### src/hw/ctr_pkg.sv
`default_nettype none

// Shared types and sizes for the CTR-mode counter engine
package ctr_pkg;

  //////////////////////////////
  // Sizes
  //////////////////////////////

  localparam int unsigned CTR_W          = 128;                        // Full counter
  localparam int unsigned CTR_SLICE_W    = 16;                         // One adder pass
  localparam int unsigned CTR_NUM_SLICES = CTR_W / CTR_SLICE_W;        // 8 passes
  localparam int unsigned CTR_IDX_W      = $clog2(CTR_NUM_SLICES);     // 3 bits

  //////////////////////////////
  // Counter word
  //////////////////////////////

  // One 128-bit word seen two ways
  // Outside view is big-endian: bytes[0] (bits 7:0) is the most significant counter byte
  // Inside storage the bytes are reversed so the word is a plain integer
  typedef union packed {
    logic [CTR_W/8-1:0][7:0]                   bytes;  // Byte view for order reversal
    logic [CTR_NUM_SLICES-1:0][CTR_SLICE_W-1:0] slices; // Slice view for read/write
  } ctr_word_u;

  // Slice write-back from adder to storage
  typedef struct packed {
    logic                   we;   // Write strobe
    logic [CTR_IDX_W-1:0]   idx;  // Target slice
    logic [CTR_SLICE_W-1:0] data; // New slice value
  } ctr_slice_wr_t;

  //////////////////////////////
  // FSM
  //////////////////////////////

  typedef enum logic [1:0] {
    CTR_IDLE = 2'b00, // Waiting for req, loads allowed
    CTR_INCR = 2'b01, // Stepping through the slices
    CTR_ACK  = 2'b10  // Holding ack until req drops
  } ctr_fsm_e;

endpackage

`default_nettype wire
### src/hw/ctr_top.sv
`timescale 1ns/1ps
`default_nettype none

// CTR-mode counter engine
// Increment walks all eight slices, so every increment takes the same time
module ctr_top (
  input  logic               clk_i,
  input  logic               arst_n_i,
  input  logic               load_i,     // Load strobe
  input  ctr_pkg::ctr_word_u ctr_load_i, // Big-endian initial value
  input  logic               incr_req_i, // Four-phase request
  output logic               incr_ack_o, // Four-phase acknowledge
  output logic               busy_o,
  output ctr_pkg::ctr_word_u ctr_o       // Big-endian counter
);

  logic                            step;       // FSM to counter and adder
  logic                            first;      // FSM to adder
  logic                            load_en;    // FSM to storage
  logic                            last_slice; // Counter to FSM
  logic [ctr_pkg::CTR_IDX_W-1:0]   idx;        // Counter to adder and storage
  logic [ctr_pkg::CTR_SLICE_W-1:0] slice;      // Storage to adder
  ctr_pkg::ctr_slice_wr_t          wr;         // Adder to storage

  //////////////////////////////
  // Control
  //////////////////////////////

  ctr_incr_fsm u_fsm (
    .clk_i        (clk_i),
    .arst_n_i     (arst_n_i),
    .incr_req_i   (incr_req_i),
    .load_i       (load_i),
    .last_slice_i (last_slice),
    .step_o       (step),
    .first_o      (first),
    .load_en_o    (load_en),
    .incr_ack_o   (incr_ack_o),
    .busy_o       (busy_o)
  );

  ctr_slice_cnt u_cnt (
    .clk_i    (clk_i),
    .arst_n_i (arst_n_i),
    .step_i   (step),
    .idx_o    (idx),
    .last_o   (last_slice)
  );

  //////////////////////////////
  // Datapath
  //////////////////////////////

  ctr_slice_add u_add (
    .clk_i    (clk_i),
    .arst_n_i (arst_n_i),
    .step_i   (step),
    .first_i  (first),
    .idx_i    (idx),
    .slice_i  (slice),
    .wr_o     (wr)
  );

  ctr_state_reg u_reg (
    .clk_i      (clk_i),
    .arst_n_i   (arst_n_i),
    .load_en_i  (load_en),
    .ctr_load_i (ctr_load_i),
    .idx_i      (idx),
    .wr_i       (wr),
    .slice_o    (slice),
    .ctr_o      (ctr_o)
  );

endmodule

`default_nettype wire

### src/hw/ctr_state_reg.sv
`timescale 1ns/1ps
`default_nettype none

// Counter storage, held as a plain little-endian integer
module ctr_state_reg (
  input  logic                            clk_i,
  input  logic                            arst_n_i,
  input  logic                            load_en_i,  // Accepted load
  input  ctr_pkg::ctr_word_u              ctr_load_i, // Big-endian initial value
  input  logic [ctr_pkg::CTR_IDX_W-1:0]   idx_i,      // Slice to read
  input  ctr_pkg::ctr_slice_wr_t          wr_i,       // Slice to write back
  output logic [ctr_pkg::CTR_SLICE_W-1:0] slice_o,
  output ctr_pkg::ctr_word_u              ctr_o       // Big-endian counter
);

  localparam int unsigned NUM_BYTES = ctr_pkg::CTR_W / 8;

  ctr_pkg::ctr_word_u ctr_q; // Internal order, bytes[0] least significant

  // Swap between big-endian outside and little-endian inside
  // Same mapping both ways
  function automatic ctr_pkg::ctr_word_u rev_bytes(ctr_pkg::ctr_word_u in);
    ctr_pkg::ctr_word_u out;
    for (int i = 0; i < NUM_BYTES; i++) begin
      out.bytes[i] = in.bytes[NUM_BYTES-1-i];
    end
    return out;
  endfunction

  //////////////////////////////
  // Storage
  //////////////////////////////

  always_ff @(posedge clk_i or negedge arst_n_i) begin
    if (!arst_n_i) begin
      ctr_q <= '0;
    end else if (load_en_i) begin
      ctr_q <= rev_bytes(ctr_load_i); // Whole word
    end else if (wr_i.we) begin
      ctr_q.slices[wr_i.idx] <= wr_i.data; // One slice per step
    end
  end

  //////////////////////////////
  // Read-out
  //////////////////////////////

  assign slice_o = ctr_q.slices[idx_i]; // Feeds the adder
  assign ctr_o   = rev_bytes(ctr_q);

  // Loads are held off while slices are written
  a_no_load_during_write : assert property (@(posedge clk_i) disable iff (!arst_n_i)
    !(load_en_i && wr_i.we))
    else $error("load and slice write in the same cycle, slice %0d", wr_i.idx);

endmodule

`default_nettype wire

### src/hw/ctr_slice_add.sv
`timescale 1ns/1ps
`default_nettype none

// One 16-bit adder, reused for every slice
module ctr_slice_add (
  input  logic                            clk_i,
  input  logic                            arst_n_i,
  input  logic                            step_i,  // Slice valid this cycle
  input  logic                            first_i, // Inject the +1
  input  logic [ctr_pkg::CTR_IDX_W-1:0]   idx_i,
  input  logic [ctr_pkg::CTR_SLICE_W-1:0] slice_i,
  output ctr_pkg::ctr_slice_wr_t          wr_o
);

  logic                          carry_q; // Carry into the next slice
  logic                          carry_in;
  logic [ctr_pkg::CTR_SLICE_W:0] sum;     // Extra bit is carry out

  assign carry_in = first_i ? 1'b1 : carry_q;
  assign sum      = {1'b0, slice_i} + {{ctr_pkg::CTR_SLICE_W{1'b0}}, carry_in};

  always_ff @(posedge clk_i or negedge arst_n_i) begin
    if (!arst_n_i) begin
      carry_q <= 1'b0;
    end else if (step_i) begin
      carry_q <= sum[ctr_pkg::CTR_SLICE_W]; // Ripple to next slice
    end
  end

  // Write-back straight from the adder
  always_comb begin
    wr_o.we   = step_i;
    wr_o.idx  = idx_i;
    wr_o.data = sum[ctr_pkg::CTR_SLICE_W-1:0];
  end

endmodule

`default_nettype wire

### src/hw/ctr_slice_cnt.sv
`timescale 1ns/1ps
`default_nettype none

// Slice index for the iterative increment
module ctr_slice_cnt (
  input  logic                          clk_i,
  input  logic                          arst_n_i,
  input  logic                          step_i, // Advance one slice
  output logic [ctr_pkg::CTR_IDX_W-1:0] idx_o,  // Current slice, LSB slice first
  output logic                          last_o  // Top slice reached
);

  logic [ctr_pkg::CTR_IDX_W-1:0] idx_q;

  // Natural wrap from top back to zero
  // leaves the index cleared for the next increment
  always_ff @(posedge clk_i or negedge arst_n_i) begin
    if (!arst_n_i) begin
      idx_q <= '0;
    end else if (step_i) begin
      idx_q <= idx_q + 1'b1;
    end
  end

  assign idx_o  = idx_q;
  assign last_o = (idx_q == ctr_pkg::CTR_IDX_W'(ctr_pkg::CTR_NUM_SLICES - 1));

  // Every increment starts from slice 0
  a_idx_zero_at_start : assert property (@(posedge clk_i) disable iff (!arst_n_i)
    $rose(step_i) |-> (idx_q == '0))
    else $error("slice index %0d at start of increment", idx_q);

endmodule

`default_nettype wire

### src/hw/ctr_incr_fsm.sv
`timescale 1ns/1ps
`default_nettype none

// Sequences one increment over all slices and runs the req/ack handshake
module ctr_incr_fsm (
  input  logic clk_i,
  input  logic arst_n_i,
  input  logic incr_req_i,   // Four-phase request
  input  logic load_i,       // Raw load strobe
  input  logic last_slice_i, // Slice counter at top index
  output logic step_o,       // Process one slice
  output logic first_o,      // First slice of an increment
  output logic load_en_o,    // Qualified load
  output logic incr_ack_o,   // Four-phase acknowledge
  output logic busy_o
);

  ctr_pkg::ctr_fsm_e state_q, state_d;
  logic              first_q;
  logic              ack_q, ack_d;

  //////////////////////////////
  // Next state
  //////////////////////////////

  always_comb begin
    state_d = state_q;
    ack_d   = 1'b0;
    case (state_q)
      ctr_pkg::CTR_IDLE: begin
        if (incr_req_i) begin
          state_d = ctr_pkg::CTR_INCR;
        end
      end
      ctr_pkg::CTR_INCR: begin
        if (last_slice_i) begin // Eighth step done
          state_d = ctr_pkg::CTR_ACK;
        end
      end
      ctr_pkg::CTR_ACK: begin
        ack_d = 1'b1; // Raise one cycle after the last write
        if (ack_q && !incr_req_i) begin
          state_d = ctr_pkg::CTR_IDLE;
          ack_d   = 1'b0;
        end
      end
      default: begin
        state_d = ctr_pkg::CTR_IDLE; // Unused encoding
      end
    endcase
  end

  always_ff @(posedge clk_i or negedge arst_n_i) begin
    if (!arst_n_i) begin
      state_q <= ctr_pkg::CTR_IDLE;
      ack_q   <= 1'b0;
      first_q <= 1'b0;
    end else begin
      state_q <= state_d;
      ack_q   <= ack_d;
      first_q <= (state_q == ctr_pkg::CTR_IDLE) && incr_req_i; // Marks the first step
    end
  end

  //////////////////////////////
  // Outputs
  //////////////////////////////

  assign step_o     = (state_q == ctr_pkg::CTR_INCR);
  assign first_o    = first_q;
  assign incr_ack_o = ack_q;
  assign busy_o     = (state_q != ctr_pkg::CTR_IDLE);
  assign load_en_o  = load_i && (state_q == ctr_pkg::CTR_IDLE) && !ack_q; // No load mid-op

  // Ack only while parked in the ack state
  a_ack_in_ack : assert property (@(posedge clk_i) disable iff (!arst_n_i)
    ack_q |-> (state_q == ctr_pkg::CTR_ACK))
    else $error("incr_ack_o high in state %s", state_q.name());

  // Idle never steps, and never carries a stale first flag
  a_no_step_idle : assert property (@(posedge clk_i) disable iff (!arst_n_i)
    (state_q == ctr_pkg::CTR_IDLE) |-> !step_o && !first_o)
    else $error("step_o or first_o high in state %s", state_q.name());

endmodule

`default_nettype wire

### config.mk
export PLATFORM = sky130hd
export DESIGN_NAME = ctr_top
export DESIGN_NICKNAME = d
export VERILOG_FILES = /design/src/hw/ctr_pkg.sv /design/src/hw/ctr_top.sv /design/src/hw/ctr_state_reg.sv /design/src/hw/ctr_slice_add.sv /design/src/hw/ctr_slice_cnt.sv /design/src/hw/ctr_incr_fsm.sv
export SDC_FILE = /design/constraint.sdc
export NUM_CORES = 1
export LEC_CHECK = 0
export ABC_AREA = 1
export BUFFER_PORTS_ARGS = -buffer_cell sky130_fd_sc_hd__clkbuf_2
export CAP_MARGIN = 10
export CORE_ASPECT_RATIO = 0.9
export CORE_MARGIN = 3
export CORE_UTILIZATION = 55
export DETAILED_ROUTE_END_ITERATION = 8
export GPL_ROUTABILITY_DRIVEN = 1
export PLACE_DENSITY_LB_ADDON = 0.12
export SETUP_SLACK_MARGIN = 0.5
export SYNTH_ARGS = -nofsm -noshare
export SYNTH_HDL_FRONTEND = slang
export SYNTH_SLANG_ARGS = --single-unit
### constraint.sdc
create_clock -name clk_i -period 7.8 [get_ports clk_i]
set_clock_uncertainty 0.15 [all_clocks]
set_input_delay 1.56 -clock clk_i [delete_from_list [all_inputs] [get_ports clk_i]]
set_output_delay 1.56 -clock clk_i [all_outputs]
set_load 0.02 [all_outputs]
### Word level (Yosys, flattened, before mapping)

Cells that the tools add are included.

* flip-flop bits (word level): 136
* latch bits: 0
* memory bits (writable): 0
* ROM bits: 0
* output and inout bits: 130
* memories kept: 0

* add/sub/neg operators: 2
* $mul: 0
* div/mod/pow operators: 0
* magnitude comparators: 2
* equal/unequal tests: 6
* shift operators: 0
* muxes and demuxes: 14
* bitwise gates (word level): 0
* reduce and logical (&&, ||, !) cells: 11

Operators by type and width (number)
* $mux 128: 2
* $bwmux 128: 1
* $bmux 16 s3: 1
* $demux 16 s3: 1
* $mux 16: 2
* $add 16x1->17: 1
* $mux 2: 3
* $pmux 2 s3: 1
* $logic_and 1x1->1: 5
* $lt 3x4->1 const B: 1
* $ne 2x1->1 const B: 2
* $reduce_bool 2->1: 2
* $add 3x1->3 const B: 1
* $eq 3x3->1 const B: 1
* $ge 3x1->1 const B: 1
* $mux 1: 3
* $reduce_and 3->1: 1
* $eq 2x1->1 const B: 1
* $eq 2x2->1 const B: 1
* $logic_not 1->1: 2
* $logic_not 2->1: 1
* $ne 2x2->1 const B: 1

### Depth between registers and ports, before layout

* depth in word-level cells: 7
* gate-level depth with buffers: 18
* mapped depth without buffers: 18

### Hierarchy

From an unflattened synthesis, not the netlist that was laid out.

* cell total of the unflattened synthesis: 1540
* area total of the unflattened synthesis: 9659.3 um2

By module, submodules not included
* ctr_state_reg: instances 1, cells an instance 1401, area each 8720.9 um2, sequential area each 3203.1 um2
* ctr_slice_add: instances 1, cells an instance 100, area each 621.8 um2, sequential area each 25.0 um2
* ctr_incr_fsm: instances 1, cells an instance 23, area each 175.2 um2, sequential area each 100.1 um2
* ctr_slice_cnt: instances 1, cells an instance 16, area each 141.4 um2, sequential area each 75.1 um2

### Worst setup path after synthesis

OpenSTA, ideal clock, no wires.

* path type: input -> register
* start point: in load_i
* end point: reg u_reg.ctr_q[18] (netlist bit)
* arrival: 2.827 ns
* required time: 7.563 ns
* slack: 4.736 ns
* stages: 7
* path through: inv_1 > nor3_1 > clkbuf_1 > clkbuf_1 > clkbuf_1 > nand2_1 > o211ai_1

* word-level cells in the longest chain between the ends: 3
* elaborated cells between the ends (all ways): 4
* those cells by class: 1 x mux; 3 x reduce/logical

RTL lines
* start, declared: RTL line ctr_top.sv:9 `input logic load_i,`
* $logic_and 1x1->1 (*) (2 in series): RTL line ctr_incr_fsm.sv:73 `assign load_en_o = load_i && (state_q == ctr_pkg::CTR_IDLE) && !ack_q;`
* $mux 128 or $reduce_bool 2->1 (tied branches)
* end signal, assigned: RTL line ctr_state_reg.sv:38 `ctr_q <= rev_bytes(ctr_load_i);`
* end, declared: RTL line ctr_state_reg.sv:18 `ctr_pkg::ctr_word_u ctr_q;`

Every way passes the cells marked *; elsewhere a longest branch is shown, timed or not.
A chain may end at the register's enable or synchronous reset.

### Worst setup path in the final report

* start point: reg u_cnt.idx_q (netlist bit u_cnt.idx_o[1])
* end point: reg u_reg.ctr_q[10] (netlist bit)

* word-level cells in the longest chain between the ends: 7
* elaborated cells between the ends (all ways): 11
* those cells by class: 1 x add/sub; 2 x order compare; 7 x mux; 1 x reduce/logical

RTL lines
* start, declared: RTL line ctr_slice_cnt.sv:13 `logic [ctr_pkg::CTR_IDX_W-1:0] idx_q;`
* start signal, assigned: RTL line ctr_slice_cnt.sv:21 `idx_q <= idx_q + 1'b1;`
* parallel branches: the longest is 4 deep, another holds $add 16x1->17
* $bwmux 128 (*): RTL line ctr_state_reg.sv:40 `ctr_q.slices[wr_i.idx] <= wr_i.data;`
* $mux 128 (*): RTL line ctr_state_reg.sv:39 `end else if (wr_i.we) begin`
* $mux 128 (*): RTL line ctr_state_reg.sv:37 `end else if (load_en_i) begin`

Every way passes the cells marked *. The select of a mux whose other input is x is not followed.

==> flow_summary.yaml <==
run_status:
  outcome: "finished clean"
worst_setup_path:
  reg2reg_slack_ns: 3.61
  worstPathMaxFanout: 25
  cp-end-kind: "register"
  crit_required_ns: 7.95
  path_class: "reg -> reg"
  path_cells: "inv_2 -> nor2_2 -> inv_1 -> nor2_1 -> inv_1 -> o22ai_1 -> a221oi_1 -> nand4_1 -> ha_1 -> ha_1 -> inv_1 -> nor2_1 -> nand2_1 -> nor2_2 -> nand3_1 -> nand3_1 -> nand3_1"
  cp.arrival_ns: 4.34
  cp-start-kind: "register"
  slowest_delay_ns: 0.95
  reg2reg_to: "u_reg.ctr_q[10]"
  worstRegToRegCells: 17
  timing.rr.start: "u_cnt.idx_o[1]"
  slowest_stage: "dfrtp_1"
cells_and_area:
  fillCellCount: 1196
  final_util_pct: 72.12
  final_common_cell: "nand2_1"
  area_growth_pct: 25.46
  layout.nets: 1476
  antenna_cells_inserted: 0
  final_cell_mix: "nand2_1 (447), clkbuf_2 (260), dfrtp_1 (135)"
  fin_area_sq_um: 9853
  drive_gt1_share_pct: 23.78
cts:
  postCtsSetupRepairBufs: 0
  clock_latency_ns: 0.43
  h-tree-depth: 4
  clk_pin_slew_worst_paths_ns: 0.06
  cts_made_buffers: 17
  cts_tree: "done"
  cts_sinks: 136
  cts_resized: 0
  cts_root_buffer: "clkbuf_16"
  postCtsHoldBufs: 0
  clock_path_buffers: 2
worst_hold_path:
  hold_path_end: "u_add.carry_q"
  hold_class: "reg -> reg"
  hold_depth: 2
  hold_start: "u_add.carry_q"
global_routing:
  grtUsageTotal_pct: 37.02
  grt-ovfl-total: 0
  antenna_found_initial: 0
  grt_pass1_wl_um: 45600
  grt_pass1_vias: 8356
  grt_max_degree: 90
sta:
  final_hold_viol_count: 0
  rsz0062_at_grt: "false"
  fin_crit_sh_pct: 53.67
  max_freq_mhz: 238.9
  tns_ns: 0
  worst_slew_pin_slew_ns: 1.019
  slew_viol_final: 0
  fin_crit_ns: 4.186
  setup_violations: 0
  relSlewSlack_pct: 31.79
power:
  vdd.ir_drop.worst_mv: 0.2959
  p_per_area_nw_per_um2: 525.2
  power.leakage_nw: 5.494
logic_synthesis:
  seq_area_frac_synth_pct: 43.33
  ys_types: 31
  syn_inst: 1091
  ys_ff_latch: 136
  synth_ff_type: "dfrtp_1"
  syn-num-nets: 1228
  synth_edf_count: 0
  synth_fa_ha_area_share_pct: 0.7966
  yosysWarningCount: 0
  synth_mux_area_share_pct: 0
  yosys.area_share.simple_pct: 31.94
  syn_area_per_cell_sq_um: 7.199
  ys_async_sr_fraction_pct: 100.0
  synth_compound_area_share_pct: 14.37
  synthXorXnorAreaFrac_pct: 0.7488
  synth_top_family_by_area: "simple AND/OR/NAND/NOR gates"
  synth_area_sq_um: 7854
drt:
  wirelength_um: 29560
  vias: 8974
  dr.pass1.iters: 5
  wire_per_inst_um: 19.21
  post-route-drc-count: 0
  drt_iter0_drc: 1121
  vias_per_cell: 5.831
  antenna_left: 0
placement:
  dp.final_hpwl_um: 20980
  portBuffers: 261
  routabilityCongestion: 0.9334
  place_area_sq_um: 9295
floorplanning:
  die_area_sq_um: 15750
  start_util_pct: 57.48
  die-width_um: 132.0
  die_y_um: 119.4
  io_pins: 262
  coreArea_sq_um: 13660
  row_count: 40
job:
  cap_violations: 0
## critical path, delay by kind of cell (launching register included)
kind            cells  cell delay, ns
fa+ha+maj           2            0.30
simple gates        9            1.83
flops               1            0.95
compound gates      2            0.18
buf+inv             4            0.64
## through the flow
stage                     setup WS (ns)  total power [mW]  instances  hold WS (ns)
after CTS                         3.800             5.096       1539        0.3529
after detailed placement          3.830             4.307       1509        0.3386
after floorplan                   4.736             3.276       1091        0.3007
final                             3.614             5.175       1539        0.3552
after global placement            3.917             4.250       1509        0.3308
after global routing              3.363             5.486       1539        0.3865
## power by group
part           internal, mW  total, mW  switching, mW
registers              1.05       1.38          0.329
clock network         0.467      0.777          0.310
logic                 0.901       3.02           2.12
## per-layer routing
metal | wire length (um) | up-vias | global-route usage [%]
met1 | 12020 | 4204 | 53.41
met4 | 790 | 0 | 14.11
met2 | 12880 | 672 | 53.49
met5 | 0 | - | 0
met3 | 3867 | 78 | 9.671
li1 | - | 4020 | -
## cell type report
type | instances | area, sq um | area share [%]
clock buffer | 23 | 488.0 | 4.952
sequential | 136 | 3405 | 34.55
clock inverter | 7 | 70.07 | 0.7111
tap | 189 | 236.5 | 2.400
inverter | 136 | 510.5 | 5.181
timing repair buffer | 270 | 1380 | 14.01
multi-input combinational | 778 | 3764 | 38.20
## logic make-up (layout without fill, tap and decap cells)
kind of cell             Yosys count  count (layout)
AND/OR/NAND/NOR                  611             611
buffers and inverters            177             436
AO/OA/AOI/OAI                    157             157
flip-flops                       136             136
adder cells (fa/ha/maj)            5               5
XOR/XNOR                           5               5
## flip-flops by register name, summed over array words and instances (netlist names)
register,cells
u_cnt.idx_o,3
u_reg.ctr_q,128
u_add.carry_q,1
u_fsm.state_q,2
u_fsm.first_o,1
u_fsm.incr_ack_o,1
## synthesized netlist by cell type, types with 5 or more instances
cell	instances	area share (%)
clkinv_1	5	0.24
o21ai_0	45	2.9
dfrtp_1	136	43
o21bai_1	32	3.1
nand2_1	447	21
o211ai_1	22	2.1
nand3_1	110	7.0
ha_1	5	0.80
o221ai_1	17	1.9
a22o_1	36	4.0
nor2_1	33	1.6
buf_2	16	1.0
inv_1	128	6.1
clkbuf_1	23	1.1
nor2_2	8	0.64
## how the worst max path moves through the flow
stage	startpoint	end	slack [ns]	cells past startpoint
floorplan	load_i	u_reg.ctr_q[18]	4.74	7
global placement	load_i	u_reg.ctr_q[117]	3.92	9
detailed placement	load_i	u_reg.ctr_q[117]	3.83	9
CTS	u_cnt.idx_o[1]	u_reg.ctr_q[10]	3.80	17
global route	u_cnt.idx_o[1]	u_reg.ctr_q[10]	3.36	17
finish	u_cnt.idx_o[1]	u_reg.ctr_q[10]	3.61	17
No activity file was read; power rests on OpenSTA's default activity.
